===== src/npc_cfg.svh =====
// Sizes of the next-PC unit; NPC_RAS_DEPTH must be a power of two and indices start at pc bit 2
`ifndef NPC_CFG_SVH
`define NPC_CFG_SVH

////////////////////////////////////////////////////////////////////////////
// Base sizes
////////////////////////////////////////////////////////////////////////////

// Instruction address width
`define NPC_XLEN 32
// log2 of the direction counter count
`define NPC_DIRP_IDX_LEN 6
// log2 of the BTB entry count
`define NPC_BTB_IDX_LEN 5
// Return stack entries
`define NPC_RAS_DEPTH 8

////////////////////////////////////////////////////////////////////////////
// Derived sizes
////////////////////////////////////////////////////////////////////////////

`define NPC_DIRP_ENTRIES (1 << `NPC_DIRP_IDX_LEN)
`define NPC_BTB_ENTRIES (1 << `NPC_BTB_IDX_LEN)
// Upper pc bits kept as BTB tag
`define NPC_BTB_TAG_LEN (`NPC_XLEN - `NPC_BTB_IDX_LEN - 2)

`endif


===== src/npc_pkg.sv =====
// Shared types of the next-PC unit; all field widths come from the macros in npc_cfg.svh
`include "npc_cfg.svh"

package npc_pkg;

    ////////////////////////////////////////////////////////////////////////////
    // Scalar types
    ////////////////////////////////////////////////////////////////////////////

    typedef logic [`NPC_XLEN-1:0]         addr_t;
    typedef logic [`NPC_DIRP_IDX_LEN-1:0] dirp_idx_t;
    typedef logic [`NPC_BTB_IDX_LEN-1:0]  btb_idx_t;
    typedef logic [`NPC_BTB_TAG_LEN-1:0]  btb_tag_t;

    ////////////////////////////////////////////////////////////////////////////
    // Pipeline records
    ////////////////////////////////////////////////////////////////////////////

    // One fetch slot as seen by the predictor
    typedef struct packed {
        addr_t pc;
        addr_t pc_plus_4;
        logic  is_branch;
        logic  is_jump;
        logic  is_return;
    } fetch_slot_t;

    // One result coming back from execute
    typedef struct packed {
        logic      valid;
        // Branch or jump with a computed target
        logic      is_ctrl;
        logic      taken;
        addr_t     pc;
        addr_t     target;
        dirp_idx_t dirp_idx;
    } resolve_t;

    // Prediction handed back for one slot
    typedef struct packed {
        addr_t     npc;
        logic      branch_predict;
        // Travels with the branch to execute
        dirp_idx_t dirp_tag;
    } predict_t;

endpackage


===== src/ras.sv =====
// Circular return stack; overflow drops the oldest entry and squash empties it without recovery
`timescale 1ns/100ps
`include "npc_cfg.svh"

module ras (
    input  logic           clock,
    input  logic           rst,
    input  logic           squash,
    input  logic           push,
    input  logic           pop,
    input  npc_pkg::addr_t push_addr,
    output npc_pkg::addr_t top_addr,
    output logic           ras_valid
);

    localparam int DEPTH = `NPC_RAS_DEPTH;
    localparam int PTR_W = $clog2(DEPTH);
    localparam int CNT_W = $clog2(DEPTH + 1);

    npc_pkg::addr_t   stack [DEPTH];
    // Next free slot, wraps around
    logic [PTR_W-1:0] wr_ptr;
    logic [PTR_W-1:0] top_ptr;
    logic [CNT_W-1:0] count;
    logic             empty;
    logic             full;
    logic             replace;

    assign top_ptr   = wr_ptr - 1'b1;
    assign empty     = (count == '0);
    assign full      = (count == CNT_W'(DEPTH));
    assign ras_valid = !empty;
    assign top_addr  = stack[top_ptr];

    // Call and return in the same cycle on a non-empty stack
    assign replace = push && pop && !empty;

    ////////////////////////////////////////////////////////////////////////////
    // Pointer and occupancy
    ////////////////////////////////////////////////////////////////////////////

    always_ff @(posedge clock) begin
        if (rst || squash) begin
            wr_ptr <= '0;
            count  <= '0;
        end else if (push && !replace) begin
            wr_ptr <= wr_ptr + 1'b1;
            // Count saturates, oldest slot gets reused
            if (!full) begin
                count <= count + 1'b1;
            end
        end else if (pop && !push && !empty) begin
            wr_ptr <= top_ptr;
            count  <= count - 1'b1;
        end
    end

    ////////////////////////////////////////////////////////////////////////////
    // Storage
    ////////////////////////////////////////////////////////////////////////////

    always_ff @(posedge clock) begin
        if (!squash && push) begin
            if (replace) begin
                stack[top_ptr] <= push_addr;
            end else begin
                stack[wr_ptr] <= push_addr;
            end
        end
    end

endmodule


===== config.mk =====
export PLATFORM = sky130hd
export DESIGN_NAME = ras
export DESIGN_NICKNAME = d
export VERILOG_FILES = /design/src/npc_pkg.sv /design/src/ras.sv
export VERILOG_INCLUDE_DIRS = /design/src /design/src/src
export SDC_FILE = /design/constraint.sdc
export NUM_CORES = 1
export LEC_CHECK = 0
export BUFFER_PORTS_ARGS = -buffer_cell sky130_fd_sc_hd__buf_2
export CAP_MARGIN = 30
export CELL_PAD_IN_SITES_DETAIL_PLACEMENT = 1
export CELL_PAD_IN_SITES_GLOBAL_PLACEMENT = 1
export CORE_MARGIN = 2
export CORE_UTILIZATION = 25
export CTS_BUF_LIST = sky130_fd_sc_hd__clkbuf_4 sky130_fd_sc_hd__clkbuf_8
export CTS_CLUSTER_SIZE = 28
export DETAILED_ROUTE_END_ITERATION = 7
export PLACE_DENSITY = 0.48
export SLEW_MARGIN = 25
export SYNTH_ARGS = -nofsm -noshare
export SYNTH_HDL_FRONTEND = slang
export SYNTH_SLANG_ARGS = --single-unit

===== constraint.sdc =====
create_clock -name clock -period 4.8 [get_ports clock]
set_clock_uncertainty 0.05 [all_clocks]
set_input_delay 0.48 -clock clock [delete_from_list [all_inputs] [get_ports clock]]
set_output_delay 0.48 -clock clock [all_outputs]
set_load 0.03 [all_outputs]

==> results.yml <==
clock_network:
  cts_setup_buffers: 0
  cts_resized: 0
  cts-root-buf: "clkbuf_8"
  h-tree-depth: 2
  insertion_delay_ps: 550
  clk_pin_slew_ps: 60
  cts_tree: "done"
  clock_sinks: 263
  numCtsBuffers: 44
  cts-hold-fix-buffers: 0
  clockBufferDepth: 3
pwr:
  peakVddDrop_uv: 148
  pwr-share-clk: 0.377
  netSwitchingFraction: 0.249
  intPower_uw: 3980
  p_total_uw: 5300
  power_density_nw_per_um2: 428
  comb_power_share: 0.131
  leakage_uw: 0.00387
  p_sw_uw: 1320
  seq_power_share: 0.492
logic_synthesis:
  syn_area_per_cell_um2: 21.6
  synth_cell_types: 36
  synth_edf_count: 256
  synthTopCellsByCount: "edfxtp_1, mux4_2, mux2_2, nor2_1, buf_2"
  synth_seq_area_share: 0.756
  netlist_area_um2: 10400
  yosys.area.top_type: "edfxtp_1"
  yosys-top-cells-area: "edfxtp_1, mux4_2, mux2_2"
  synth_ff_type: "edfxtp_1"
  synth_most_common_cell: "edfxtp_1"
  syn_inst: 480
  yosys_warnings: 0
  synthArstFlopShare: 0
  synth.net_count: 521
  synth-seq-cells: 263
  synth_top_cell_area_share: 0.743
critical_path:
  cp-startpoint: "wr_ptr[0]$_SDFFE_PP0P_"
  crit-reg2reg-launch: "wr_ptr[0]$_SDFFE_PP0P_"
  crit_chain: "inv_2, ha_4, buf_4, mux4_2, mux2_2, buf_2"
  end_kind: "output pin"
  endpoint: "top_addr[27]"
  crit_fanout: 39
  slowest_stage: "ha_4"
  worst-setup-path-type: "flip-flop to output pin"
  cp_slowest_stage_delay_ps: 710
  reg2regPathDepth: 6
  start_kind: "flip-flop"
  worstPathRequired_ps: 4270
  reg2reg_slack_ps: 1200
  timing.rr.end: "stack[6][29]$_DFFE_PP_"
  critPathArrivalTime_ps: 3540
die:
  rows: 74
  die_area_um2: 43100
  start_util: 0.254
  die_x_um: 207
  dieHeight_um: 207
  core_um2: 40800
  ioPinCount: 70
global_route:
  track_usage: 0.110
  grt_max_degree: 40
  grt_pass1_vias: 5688
  antenna_found_initial: 0
  grt_pass1_wl_um: 35700
  grt_overflow: 0
worst_hold_path:
  hold_class: "primary input to flip-flop"
detailed_routing:
  totalWireLength_um: 23400
  firstDrtPassIters: 4
  remaining_drc_errors: 0
  wire_per_inst_um: 20.4
  vias_per_cell: 4.36
  drt_iter0_drc: 294
  drtAntennaViolNets: 0
  vias: 4995
final_layout:
  utilization: 0.303
  n_fill_cell: 4119
  areaGrowthSynthToFinish_pct: 19.5
  drive_gt1_frac: 0.426
  nNetsFinal: 623
place:
  dp_hpwl_um: 14100
  io_buffers: 69
  gp_congestion: 0.673
job:
  drv_cap: 0
sta:
  fin_crit_sh: 0.849
  hold_viol: 0
  worstMarginPinSlew_ps: 909
  fin_crit_ps: 4070
  rsz0062_at_grt: "false"
  maxSlewHeadroom: 0.394
  fmax_mhz: 245
  tns_ps: 0
  final-max-slew-violation-count: 0
  finalSetupViolCount: 0
outcome:
  status: "completed"
## worst min path at each step
stage,start,end,slack [ps],cells past startpoint
after CTS,push_addr[5],stack[7][5]$_DFFE_PP_,110,1
final,push_addr[3],stack[3][3]$_DFFE_PP_,160,1
after floorplan,wr_ptr[1]$_SDFFE_PP0P_,wr_ptr[1]$_SDFFE_PP0P_,470,2
after global routing,push_addr[2],stack[1][2]$_DFFE_PP_,130,1
after detailed placement,count[3]$_SDFFE_PP0P_,count[3]$_SDFFE_PP0P_,540,2
after global placement,wr_ptr[1]$_SDFFE_PP0P_,wr_ptr[1]$_SDFFE_PP0P_,520,2
## per-layer routing
metal | track usage | up-vias | part of all wire
met5 | 0 | - | 0
met1 | 0.140 | 2639 | 0.43
li1 | - | 2206 | -
met3 | 0.0245 | 37 | 0.045
met4 | 0.0446 | 0 | 0.025
met2 | 0.182 | 113 | 0.50
## per-stage QoR
stage	worst slack, ps	cells	hold WS [ps]	cell area [um^2]
global placement	1050	1066	520	11400
CTS	551	1145	114	12400
finish	725	1146	159	12400
global route	467	1145	131	12400
detailed placement	1110	1068	538	11500
floorplan	892	480	474	10400
## power by group through the flow
stage	Combinational [uW]	Sequential, uW	Clock, uW
4_1_cts	715	2610	2080
2_1_floorplan	488	2640	0
3_3_place_gp	697	2650	0
5_1_grt	747	2610	2170
6_report	693	2610	2000
3_5_place_dp	711	2660	0
## final cells by class
class	instances	area (um^2)	area share
multi-input cells	185	2460	0.199
diodes	1	2.50	0.000202
well taps	532	666	0.0538
repair buffers	84	523	0.0423
inverters	4	15.0	0.00121
clock buffers	57	716	0.0578
clock inverters	20	164	0.0132
flip-flops and latches	263	7830	0.633
## registers in the layout (all words and copies together), names as in the netlist
name	flops
wr_ptr	3
stack	256
count	4
## critical path, delay by kind of cell, from the launching register on
family     cells  cell delay [ps]
mux            2              710
buf+inv        3              920
fa+ha+maj      1              710
flops          1              640
## cells in the final DEF, fill, tap and decap left out, drive strengths merged, types with 2 or more instances in the layout
cell    instances
nand2b          4
buf            84
clkinv         16
clkbuf         57
mux2i           2
o21ai           6
mux4           64
nand2           5
o21a            3
ha              4
dfxtp           7
edfxtp        256
nor2           19
or4             2
a21oi          11
a31oi           5
nand3           5
mux2           33
xnor2           4
bufinv          3
nor3            6
xor2            2
or2             2
inv             5
nor4b           2
## cells by family after synthesis
logic type                 count (synthesis)  synth area share
DFF                                      263             0.756
muxes                                     99             0.177
xor gates and xnor gates                   6           0.00508
adders and majority gates                  4           0.00483
buffers and inverters                     32            0.0160
and+or+nand+nor                           46            0.0214
AOI/OAI and AO/OA                         30            0.0196
Note: power is estimated with default switching activity, not from simulation.
