File: src/npc_cfg.svh
// Sizes of the next-PC unit; NPC_RAS_DEPTH must be a power of two and indices start at pc bit 2
`ifndef NPC_CFG_SVH
`define NPC_CFG_SVH

////////////////////////////////////////////////////////////////////////////
// Base sizes
////////////////////////////////////////////////////////////////////////////

// Instruction address width
`define NPC_XLEN 32
// log2 of the direction counter count
`define NPC_DIRP_IDX_LEN 6
// log2 of the BTB entry count
`define NPC_BTB_IDX_LEN 5
// Return stack entries
`define NPC_RAS_DEPTH 8

////////////////////////////////////////////////////////////////////////////
// Derived sizes
////////////////////////////////////////////////////////////////////////////

`define NPC_DIRP_ENTRIES (1 << `NPC_DIRP_IDX_LEN)
`define NPC_BTB_ENTRIES (1 << `NPC_BTB_IDX_LEN)
// Upper pc bits kept as BTB tag
`define NPC_BTB_TAG_LEN (`NPC_XLEN - `NPC_BTB_IDX_LEN - 2)

`endif

File: src/npc_pkg.sv
// Shared types of the next-PC unit; all field widths come from the macros in npc_cfg.svh
`include "npc_cfg.svh"

package npc_pkg;

    ////////////////////////////////////////////////////////////////////////////
    // Scalar types
    ////////////////////////////////////////////////////////////////////////////

    typedef logic [`NPC_XLEN-1:0]         addr_t;
    typedef logic [`NPC_DIRP_IDX_LEN-1:0] dirp_idx_t;
    typedef logic [`NPC_BTB_IDX_LEN-1:0]  btb_idx_t;
    typedef logic [`NPC_BTB_TAG_LEN-1:0]  btb_tag_t;

    ////////////////////////////////////////////////////////////////////////////
    // Pipeline records
    ////////////////////////////////////////////////////////////////////////////

    // One fetch slot as seen by the predictor
    typedef struct packed {
        addr_t pc;
        addr_t pc_plus_4;
        logic  is_branch;
        logic  is_jump;
        logic  is_return;
    } fetch_slot_t;

    // One result coming back from execute
    typedef struct packed {
        logic      valid;
        // Branch or jump with a computed target
        logic      is_ctrl;
        logic      taken;
        addr_t     pc;
        addr_t     target;
        dirp_idx_t dirp_idx;
    } resolve_t;

    // Prediction handed back for one slot
    typedef struct packed {
        addr_t     npc;
        logic      branch_predict;
        // Travels with the branch to execute
        dirp_idx_t dirp_tag;
    } predict_t;

endpackage

File: src/dirp_local.sv
// Local 2-bit direction counters; two same-index updates in one cycle apply slot 0 then slot 1
`timescale 1ns/100ps
`include "npc_cfg.svh"

module dirp_local (
    input  logic               clock,
    input  logic               rst,
    // Lookup side
    input  npc_pkg::addr_t     pc_0,
    input  npc_pkg::addr_t     pc_1,
    input  logic               is_branch_0,
    input  logic               is_branch_1,
    // Training side
    input  logic               upd_valid_0,
    input  logic               upd_valid_1,
    input  logic               upd_taken_0,
    input  logic               upd_taken_1,
    input  npc_pkg::dirp_idx_t upd_idx_0,
    input  npc_pkg::dirp_idx_t upd_idx_1,
    // Prediction
    output logic               taken_0,
    output logic               taken_1,
    output npc_pkg::dirp_idx_t tag_0,
    output npc_pkg::dirp_idx_t tag_1
);

    localparam int ENTRIES = `NPC_DIRP_ENTRIES;

    logic [1:0]         cnt [ENTRIES];
    npc_pkg::dirp_idx_t idx_0;
    npc_pkg::dirp_idx_t idx_1;
    logic               same_idx;

    // One saturating step up or down
    function automatic logic [1:0] sat_step(input logic [1:0] c, input logic up);
        logic [1:0] r;
        r = c;
        if (up && c != 2'b11) begin
            r = c + 2'b01;
        end else if (!up && c != 2'b00) begin
            r = c - 2'b01;
        end
        return r;
    endfunction

    assign idx_0 = pc_0[`NPC_DIRP_IDX_LEN+1:2];
    assign idx_1 = pc_1[`NPC_DIRP_IDX_LEN+1:2];

    // Index doubles as the tag sent down the pipe
    assign tag_0 = idx_0;
    assign tag_1 = idx_1;

    // Upper counter bit means taken
    assign taken_0 = is_branch_0 && cnt[idx_0][1];
    assign taken_1 = is_branch_1 && cnt[idx_1][1];

    assign same_idx = upd_valid_0 && upd_valid_1 && (upd_idx_0 == upd_idx_1);

    always_ff @(posedge clock) begin
        if (rst) begin
            // Weakly not-taken
            for (int i = 0; i < ENTRIES; i++) begin
                cnt[i] <= 2'b01;
            end
        end else if (same_idx) begin
            // Chain both steps so slot 1 lands on top of slot 0
            cnt[upd_idx_0] <= sat_step(sat_step(cnt[upd_idx_0], upd_taken_0), upd_taken_1);
        end else begin
            if (upd_valid_0) begin
                cnt[upd_idx_0] <= sat_step(cnt[upd_idx_0], upd_taken_0);
            end
            if (upd_valid_1) begin
                cnt[upd_idx_1] <= sat_step(cnt[upd_idx_1], upd_taken_1);
            end
        end
    end

endmodule

File: config.mk
export PLATFORM = sky130hd
export DESIGN_NAME = dirp_local
export DESIGN_NICKNAME = d
export VERILOG_FILES = /design/src/npc_pkg.sv /design/src/dirp_local.sv
export VERILOG_INCLUDE_DIRS = /design/src /design/src/src
export SDC_FILE = /design/constraint.sdc
export NUM_CORES = 1
export LEC_CHECK = 0
export ABC_CLOCK_PERIOD_IN_PS = 5000
export BUFFER_PORTS_ARGS = -buffer_cell sky130_fd_sc_hd__buf_2
export CAP_MARGIN = 20
export CORE_ASPECT_RATIO = 1.5
export CORE_UTILIZATION = 40
export CTS_CLUSTER_SIZE = 24
export DETAILED_ROUTE_END_ITERATION = 6
export GPL_ROUTABILITY_DRIVEN = 0
export GPL_TIMING_DRIVEN = 0
export PLACE_DENSITY_LB_ADDON = 0.1
export SLEW_MARGIN = 20
export SYNTH_ARGS = -nofsm -noshare
export SYNTH_HDL_FRONTEND = slang
export SYNTH_SLANG_ARGS = --single-unit
export TNS_END_PERCENT = 5
File: constraint.sdc
create_clock -name clock -period 5 [get_ports clock]
set_clock_uncertainty 0.05 [all_clocks]
set_input_delay 0 -clock clock [delete_from_list [all_inputs] [get_ports clock]]
set_output_delay 0 -clock clock [all_outputs]
set_load 0.1 [all_outputs]
==> results.json, run 1 <==
{
  "status": "finished, violations left",
  "violations": "design-rule violations",
  "fill_cells": 2514,
  "area_delta_synth_final_pct": 14.6,
  "grt_pass1_vias": 10224,
  "crit_required_ps": 5170,
  "vias_per_cell": 7.38,
  "crit_fanout": 10,
  "vdd_ir_drop_max_uv": 246,
  "hold_buffers": 0,
  "timing.fmax_ghz": 0.205,
  "cts_buffers": 17,
  "instances_no_fill": 1456,
  "routedWlPerCell_um": 36.6,
  "die_area_um2": 27400,
  "drt-pass1-iter-count": 7,
  "dp.cells": 1406,
  "arrival_ps": 5060,
  "grt_max_degree": 17,
  "switching_share": 0.391,
  "critical_path.cell_chain": "mux4_2, mux2i_2, o22ai_1, nor4_4, inv_1, ha_1, mux2i_4, xnor2_2, inv_1, ha_1, inv_1, o311ai_0, o21ai_0, a21oi_1, a311oi_4, buf_12, buf_4, o32ai_2",
  "tightest_slew_ps": 1370,
  "syn_avg_cell_area_um2": 10.4,
  "synth_edf_count": 128,
  "dieHeight_um": 202,
  "largest_reg_flops": 128,
  "synth_cell_types": 66,
  "die_w_um": 136,
  "slowest_stage": "mux4_2",
  "critPathKind": "flip-flop to flip-flop",
  "synth_ff_type": "edfxtp_1",
  "met1_usage": 0.468,
  "final_common_cell": "nor2_1",
  "cts_tree": "built",
  "h-tree-depth": 4,
  "drive_gt1_frac": 0.262,
  "syn_nets": 1120,
  "drtIter0Drc": 1724,
  "gr-usage-met3": 0.103,
  "power_frac_seq": 0.300,
  "antenna_found_initial": 0,
  "p_switching_w": 0.00162,
  "power_frac_clock": 0.330,
  "synth_top_area_frac": 0.359,
  "row_count": 73,
  "port_buffers": 36,
  "end_kind": "flip-flop",
  "postRouteAntennaNets": 0,
  "combPwrFrac": 0.370,
  "maxCapViolations": 0,
  "slew_headroom": 0.0830,
  "num_antenna_cells": 0,
  "yosysWarnings": 0,
  "clock-root-buffer": "clkbuf_16",
  "seq_area_frac_synth": 0.359,
  "power_w": 0.00414,
  "syn_area_um2": 10700,
  "final_cell_mix": "nor2_1 (144), edfxtp_1 (128), nand2_1 (123)",
  "grt_pass1_wl_um": 75000,
  "drc_errors": 3,
  "hpwlAfterDp_um": 38600,
  "grt-ovfl-total": 0,
  "cp_slowest_stage_delay_ps": 510,
  "p_leak_nw": 3.82,
  "clock_sinks": 128,
  "cp-start-kind": "flip-flop",
  "hold_class": "input port to flip-flop",
  "ys_ff_latch": 128,
  "grt.busiest_layer": "met2",
  "post-route-period-util": 0.978,
  "final-max-slew-violation-count": 0,
  "top_register": "cnt",
  "clock_path_buffers": 2,
  "async_reset_ff_frac": 0,
  "min_period_ps": 4890,
  "coreArea_um2": 26400,
  "clkTransAtPathRegs_ps": 70,
  "met2_usage": 0.612,
  "clkLatencyLatePin_ps": 450,
  "finalSetupViolCount": 0,
  "io_pins": 98,
  "finalWirelength_um": 53400,
  "netlist_instances": 1030,
  "cp.buffers_inverters": 5,
  "start_util": 0.406,
  "via_count": 10746,
  "track_usage": 0.400,
  "p_int_w": 0.00252,
  "power_density_nw_per_um2": 337,
  "crit_top_cell": "inv_1",
  "reg_top3": "cnt x128",
  "ys_top_cells_by_area": "edfxtp_1 (36%), mux4_2 (17%), o32ai_1 (5.2%)",
  "nets": 1196,
  "synth_top_cell_by_area": "edfxtp_1",
  "path_delay_family": "compound AO/OA/AOI/OAI gates",
  "finalHoldViolations": 0
}
synthesized netlist by cell type, drive strengths merged, types with 6 or more instances:
cell type and number:
or3b 6, nand3 11, nand2b 14, nor3 6, edfxtp 128, clkbuf 48, nand2 123, nand3b 10
a32oi 11, a21oi 15, nor2 147, mux4 81, and2 9, ha 6, o22ai 10, nor2b 10
mux2i 19, or3 57, o21ai 11, o32ai 64, inv 14, buf 71, a31oi 7, a221oi 16
nor3b 6, a22oi 61, mux2 15
tightest hold or removal path: stages:
cell,delay (ps)
buf_2,180
nor3b_2,150
nand2_1,80
o32ai_1,60
metal layers:
metal,up-vias,wire length [µm]
li1,4208,-
met1,5230,17400
met2,1013,23900
met3,295,6720
met4,0,5250
met5,-,0
kinds of logic after synthesis:
kind of cell,share of synthesized area
simple gates,0.188
compound gates,0.165
flops,0.359
mux,0.204
fa+ha+maj,0.00701
buf+inv,0.0668
xor+xnor,0.00947
metrics by stage:
| step | hold slack, ps | instance area [µm²] | setup TNS, ps | setup WS (ps) | util |
|---|---|---|---|---|---|
| 2_1_floorplan | 162 | 10700 | 0 | 727 | - |
| 3_3_place_gp | 335 | 11300 | -116720 | -1070 | 0.428 |
| 3_5_place_dp | 335 | 11400 | -114610 | -1050 | 0.431 |
| 4_1_cts | 122 | 12200 | 0 | 59.5 | 0.460 |
| 5_1_grt | 160 | 12300 | -13.3 | -10.1 | 0.465 |
| 6_report | 144 | 12300 | 0 | 111 | 0.465 |
power groups by stage:
stage,sequential (W),clock [W],combinational (W)
after global placement,0.00126,0,0.00135
after global routing,0.00124,0.00139,0.00155
after detailed placement,0.00126,0,0.00136
final,0.00124,0.00136,0.00153
after floorplan,0.00124,0,0.000844
after CTS,0.00124,0.00134,0.00145
what timing repair did:
item                                    CTS  global route
endpoints found under the hold margin     0             0
buffers inserted                          9             9
pin swaps                                 3             1
resized for setup                        12             6
endpoints found under the setup margin  128           128
final cells by class:
| type | instances | area [µm²] | area share |
|---|---|---|---|
| clock inverters | 15 | 193 | 0.0157 |
| repair buffers | 57 | 370 | 0.0302 |
| clock buffers | 17 | 425 | 0.0347 |
| multi-input cells | 768 | 6290 | 0.513 |
| plain buffers | 119 | 661 | 0.0539 |
| inverters | 15 | 56.3 | 0.00459 |
| well taps | 337 | 422 | 0.0344 |
| flip-flops and latches | 128 | 3840 | 0.313 |
final timing paths:
kind,from,endpoint,slack (ps),depth (start not counted)
setup / recovery,cnt[31][1],cnt[62][1],110,18
hold / removal,upd_idx_1[4],cnt[37][1],140,4
setup reg to reg,cnt[31][1],cnt[62][1],110,18
hold reg to reg,cnt[5][0],cnt[2][0],1550,7
(Power assumes the default switching activity.)
==> run 2: changes to the inputs <==
Settings changed: CORE_MARGIN from default to 3, GPL_TIMING_DRIVEN 0 to default, SLEW_MARGIN 20 to default.
==> results.json, run 2 (same netlist as run 1, synthesis figures left out) <==
{
  "h-tree-depth": 4,
  "grt.busiest_layer": "met2",
  "routedWlPerCell_um": 32.7,
  "final_cell_mix": "nor2_1 (147), edfxtp_1 (128), nand2_1 (123)",
  "dieHeight_um": 206,
  "path_delay_family": "compound AO/OA/AOI/OAI gates",
  "arrival_ps": 4940,
  "track_usage": 0.313,
  "power_density_nw_per_um2": 323,
  "cts_tree": "built",
  "finalWirelength_um": 44900,
  "cts_buffers": 17,
  "dp_slack_ps": 7.46,
  "finalHoldViolations": 0,
  "critical_path.cell_chain": "mux4_2, mux2i_2, o22ai_1, nor4_2, buf_4, inv_1, ha_1, mux2i_1, buf_4, xnor2_2, inv_1, ha_1, inv_1, o311ai_0, o21ai_0, a21oi_1, a311oi_4, buf_12, buf_12, o32ai_1",
  "end_kind": "flip-flop",
  "postRouteAntennaNets": 0,
  "crit_required_ps": 5180,
  "drt-pass1-iter-count": 6,
  "clock-root-buffer": "clkbuf_16",
  "crit_fanout": 21,
  "maxCapViolations": 0,
  "final-max-slew-violation-count": 0,
  "min_period_ps": 4760,
  "port_buffers": 45,
  "p_leak_nw": 3.67,
  "status": "complete, no violations",
  "fin_ws_ps": 241,
  "gr-usage-met3": 0.0650,
  "clock_path_buffers": 2,
  "tightest_slew_ps": 1200,
  "cp-start-kind": "flip-flop",
  "grt_pass1_vias": 9464,
  "drc_errors": 0,
  "met1_usage": 0.382,
  "reg_top3": "cnt x128",
  "final_common_cell": "nor2_1",
  "largest_reg_flops": 128,
  "cp_slowest_stage_delay_ps": 510,
  "coreArea_um2": 26000,
  "slew_headroom": 0.194,
  "drive_gt1_frac": 0.248,
  "slowest_stage": "mux4_2",
  "cp.buffers_inverters": 7,
  "nets": 1121,
  "vdd_ir_drop_max_uv": 383,
  "grt-ovfl-total": 0,
  "clkTransAtPathRegs_ps": 60,
  "via_count": 9807,
  "die_w_um": 140,
  "ff2ff_setup_slack_ps": 240,
  "clock_sinks": 128,
  "fill_cells": 2451,
  "num_antenna_cells": 0,
  "top_register": "cnt",
  "worstReg2RegEnd": "cnt[47][1]",
  "critPathKind": "flip-flop to flip-flop",
  "finalSetupViolCount": 0,
  "io_pins": 98,
  "drtIter0Drc": 1298,
  "r2r_cells": 20,
  "post-route-period-util": 0.952,
  "area_delta_synth_final_pct": 10.8,
  "path_depth": 20,
  "die_area_um2": 28800,
  "start_util": 0.411,
  "hold_class": "input port to flip-flop",
  "grt_pass1_wl_um": 65700,
  "cp-endpoint": "cnt[47][1]",
  "clkLatencyLatePin_ps": 440,
  "hold_buffers": 0,
  "row_count": 72,
  "vias_per_cell": 7.13,
  "timing.hold.ws_ps": 52.0,
  "grt_max_degree": 65,
  "hpwlAfterDp_um": 30700,
  "startpoint": "cnt[42][1]",
  "met2_usage": 0.511,
  "antenna_found_initial": 1,
  "timing.rr.start": "cnt[42][1]",
  "timing.fmax_ghz": 0.210,
  "crit_top_cell": "inv_1"
}
==> run 2: where the power goes <==
| part | internal (W) | switching (W) | total (W) |
|---|---|---|---|
| Sequential | 0.00121 | 0.0000292 | 0.00123 |
| Combinational | 0.000452 | 0.000868 | 0.00132 |
| Clock | 0.000771 | 0.000509 | 0.00128 |
==> run 2: final cells by class <==
class / count / area (µm²) / area share
Inverter: 15 / 56.3 / 0.00475
Multi-Input combinational cell: 768 / 6200 / 0.522
Tap cell: 333 / 417 / 0.0351
Timing Repair Buffer: 101 / 774 / 0.0653
Sequential cell: 128 / 3840 / 0.324
Clock inverter: 13 / 146 / 0.0123
Clock buffer: 18 / 429 / 0.0362
==> run 2: worst min-delay path by stage <==
stage	startpoint	end	depth (start not counted)
floorplan	pc_0[2]	tag_0[0]	1
global placement	pc_1[7]	tag_1[5]	2
detailed placement	pc_0[7]	tag_0[5]	2
CTS	rst	cnt[4][0]	3
global route	rst	cnt[11][1]	2
finish	rst	cnt[4][0]	3
==> run 2: per-layer routing <==
metal	wire (µm)	share of wire
met5	11	0.00024
met3	4250	0.095
met2	21600	0.48
met4	3050	0.068
met1	16000	0.36
==> run 2: worst register-to-register path, cell delays in order (launching register included) <==
cell and delay (ps):
edfxtp_1 480, mux4_2 510, mux2i_2 250, o22ai_1 130, nor4_2 350, buf_4 200, inv_1 80, ha_1 230
mux2i_1 140, buf_4 150, xnor2_2 120, inv_1 60, ha_1 340, inv_1 60, o311ai_0 310, o21ai_0 160
a21oi_1 230, a311oi_4 70, buf_12 190, buf_12 160, o32ai_1 280
==> run 2: what timing repair did <==
action,CTS,global route
hold endpoints to repair,0,0
endpoints found under the setup margin,0,45
setup buffers,0,1
gates resized for setup,0,3
==> run 2: metrics by stage <==
stage                     power [W]  utilization  instance area (µm²)  instances  TNS [ps]
after global placement      0.00255        0.432                11300       1343         0
after floorplan             0.00208            -                10700       1030         0
after CTS                   0.00380        0.455                11800       1375         0
final                       0.00383        0.456                11900       1376         0
after detailed placement    0.00255        0.433                11300       1344         0
after global routing        0.00393        0.456                11900       1376     -6.98
==> run 3: changes to the inputs <==
Settings changed: RECOVER_POWER from default to 50.
==> results.json, run 3 (same netlist as run 1, synthesis figures left out) <==
{
  "power_frac_seq": 0.322,
  "multi_input_area_um2": 6190,
  "routedWlPerCell_um": 32.7,
  "reg_top3": "cnt x128",
  "critPathKind": "flip-flop to flip-flop",
  "startpoint": "cnt[43][1]",
  "combPwrFrac": 0.345,
  "nets": 1121,
  "violations": "max-capacitance violations, max-slew violations",
  "drive_gt1_frac": 0.232,
  "r2r_cells": 20,
  "drt-pass1-iter-count": 5,
  "power_density_nw_per_um2": 324,
  "p_leak_nw": 3.62,
  "post-route-period-util": 0.957,
  "grt_pass1_vias": 9464,
  "power_frac_clock": 0.333,
  "largest_reg_flops": 128,
  "status": "finished, violations left",
  "switching_share": 0.367,
  "arrival_ps": 4960,
  "crit_required_ps": 5170,
  "grt_pass1_wl_um": 65700,
  "die_w_um": 140,
  "hpwlAfterDp_um": 30700,
  "coreArea_um2": 26000,
  "finalWirelength_um": 45000,
  "dieHeight_um": 206,
  "clkLatencyLatePin_ps": 440,
  "clock-root-buffer": "clkbuf_16",
  "slew_headroom": -0.412,
  "start_util": 0.411,
  "finalSetupViolCount": 0,
  "via_count": 9846,
  "num_antenna_cells": 0,
  "track_usage": 0.313,
  "timing.rr.start": "cnt[43][1]",
  "area_delta_synth_final_pct": 10.5,
  "h-tree-depth": 4,
  "vdd_ir_drop_max_uv": 386,
  "row_count": 72,
  "drtIter0Drc": 1417,
  "clkTransAtPathRegs_ps": 60,
  "utilization": 0.454,
  "maxCapViolations": 3,
  "p_int_w": 0.00243,
  "tightest_slew_ps": 2100,
  "antenna_found_initial": 1,
  "postRouteAntennaNets": 0,
  "finalHoldViolations": 0,
  "cts_buffers": 17,
  "timing.fmax_ghz": 0.209,
  "p_switching_w": 0.00141,
  "layout.area.seq_um2": 3840,
  "fill_cells": 2459,
  "worstReg2RegEnd": "cnt[19][1]",
  "clock_sinks": 128,
  "clock_path_buffers": 2,
  "io_pins": 98,
  "grt-ovfl-total": 0,
  "min_period_ps": 4780,
  "top_register": "cnt",
  "cts_tree": "built",
  "crit_fanout": 24,
  "hold_class": "input port to flip-flop",
  "ff2ff_setup_slack_ps": 220,
  "cp-endpoint": "cnt[19][1]",
  "final_common_cell": "nor2_1",
  "cp-start-kind": "flip-flop",
  "die_area_um2": 28800,
  "drc_errors": 0,
  "end_kind": "flip-flop",
  "grt_max_degree": 65,
  "vias_per_cell": 7.16,
  "port_buffers": 45,
  "final-max-slew-violation-count": 44,
  "final_cell_mix": "nor2_1 (147), edfxtp_1 (128), nand2_1 (123)",
  "finalSetupTns_ps": 0
}
-- run 3: changes by cell type in the layout (fill, tap and decap cells not counted), sizes merged --
cell    change
buf        -15
clkbuf     +15
-- run 3: per-layer routing --
metal / vias to the layer above / routed length (µm) / global-route usage
li1: 4058 / - / -
met1: 4902 / 16000 / 0.382
met2: 701 / 21600 / 0.511
met3: 183 / 4420 / 0.0650
met4: 2 / 3090 / 0.184
met5: - / 11 / 0
-- run 3: repair_timing --
| action | 4_1_cts | 5_1_grt |
|---|---|---|
| gates resized for setup | 0 | 3 |
| setup endpoints to repair | 0 | 45 |
| endpoints found under the hold margin | 0 | 0 |
| buffers inserted | 0 | 1 |
| hold buffers | 0 | 0 |
-- run 3: final cells by class --
cell class	count	area share
Multi-Input combinational cell	768	0.523
Inverter	15	0.00476
Clock buffer	18	0.0363
Tap cell	333	0.0352
Sequential cell	128	0.325
Clock inverter	13	0.0124
Timing Repair Buffer	101	0.0637
-- run 3: worst min path at each step --
stage,startpoint,to,slack [ps],depth (start not counted)
floorplan,pc_0[2],tag_0[0],160,1
global placement,pc_1[7],tag_1[5],340,2
detailed placement,pc_0[7],tag_0[5],340,2
CTS,rst,cnt[4][0],30,3
global route,rst,cnt[11][1],60,2
finish,rst,cnt[4][0],50,3
-- run 3: through the flow --
stage	std cells	power (W)	worst slack, ps	cell area, µm²	hold slack [ps]
final	1376	0.00383	216	11800	51.7
after global placement	1343	0.00255	80.0	11300	339
after global routing	1376	0.00393	-6.98	11800	62.1
after detailed placement	1344	0.00255	7.46	11300	339
after floorplan	1030	0.00208	727	10700	162
after CTS	1375	0.00380	170	11800	31.0
-- run 3: worst max-delay path, cell delays in order (launching register included) --
cell      delay [ps]
edfxtp_1         480
mux4_2           510
mux2i_2          270
o22ai_1          130
nor4_2           350
buf_4            200
inv_1             80
ha_1             230
mux2i_1          140
buf_4            150
xnor2_2          120
inv_1             60
ha_1             340
inv_1             60
o311ai_0         310
o21ai_0          160
a21oi_1          230
a311oi_4          70
buf_12           190
buf_12           160
o32ai_1          260
-- run 3: power by group through the flow --
| stage | logic [W] | registers (W) | clock network [W] |
|---|---|---|---|
| final | 0.00132 | 0.00123 | 0.00128 |
| after global routing | 0.00136 | 0.00124 | 0.00133 |
| after CTS | 0.00130 | 0.00123 | 0.00128 |
| after detailed placement | 0.00129 | 0.00126 | 0 |
| after global placement | 0.00129 | 0.00126 | 0 |
| after floorplan | 0.000844 | 0.00124 | 0 |
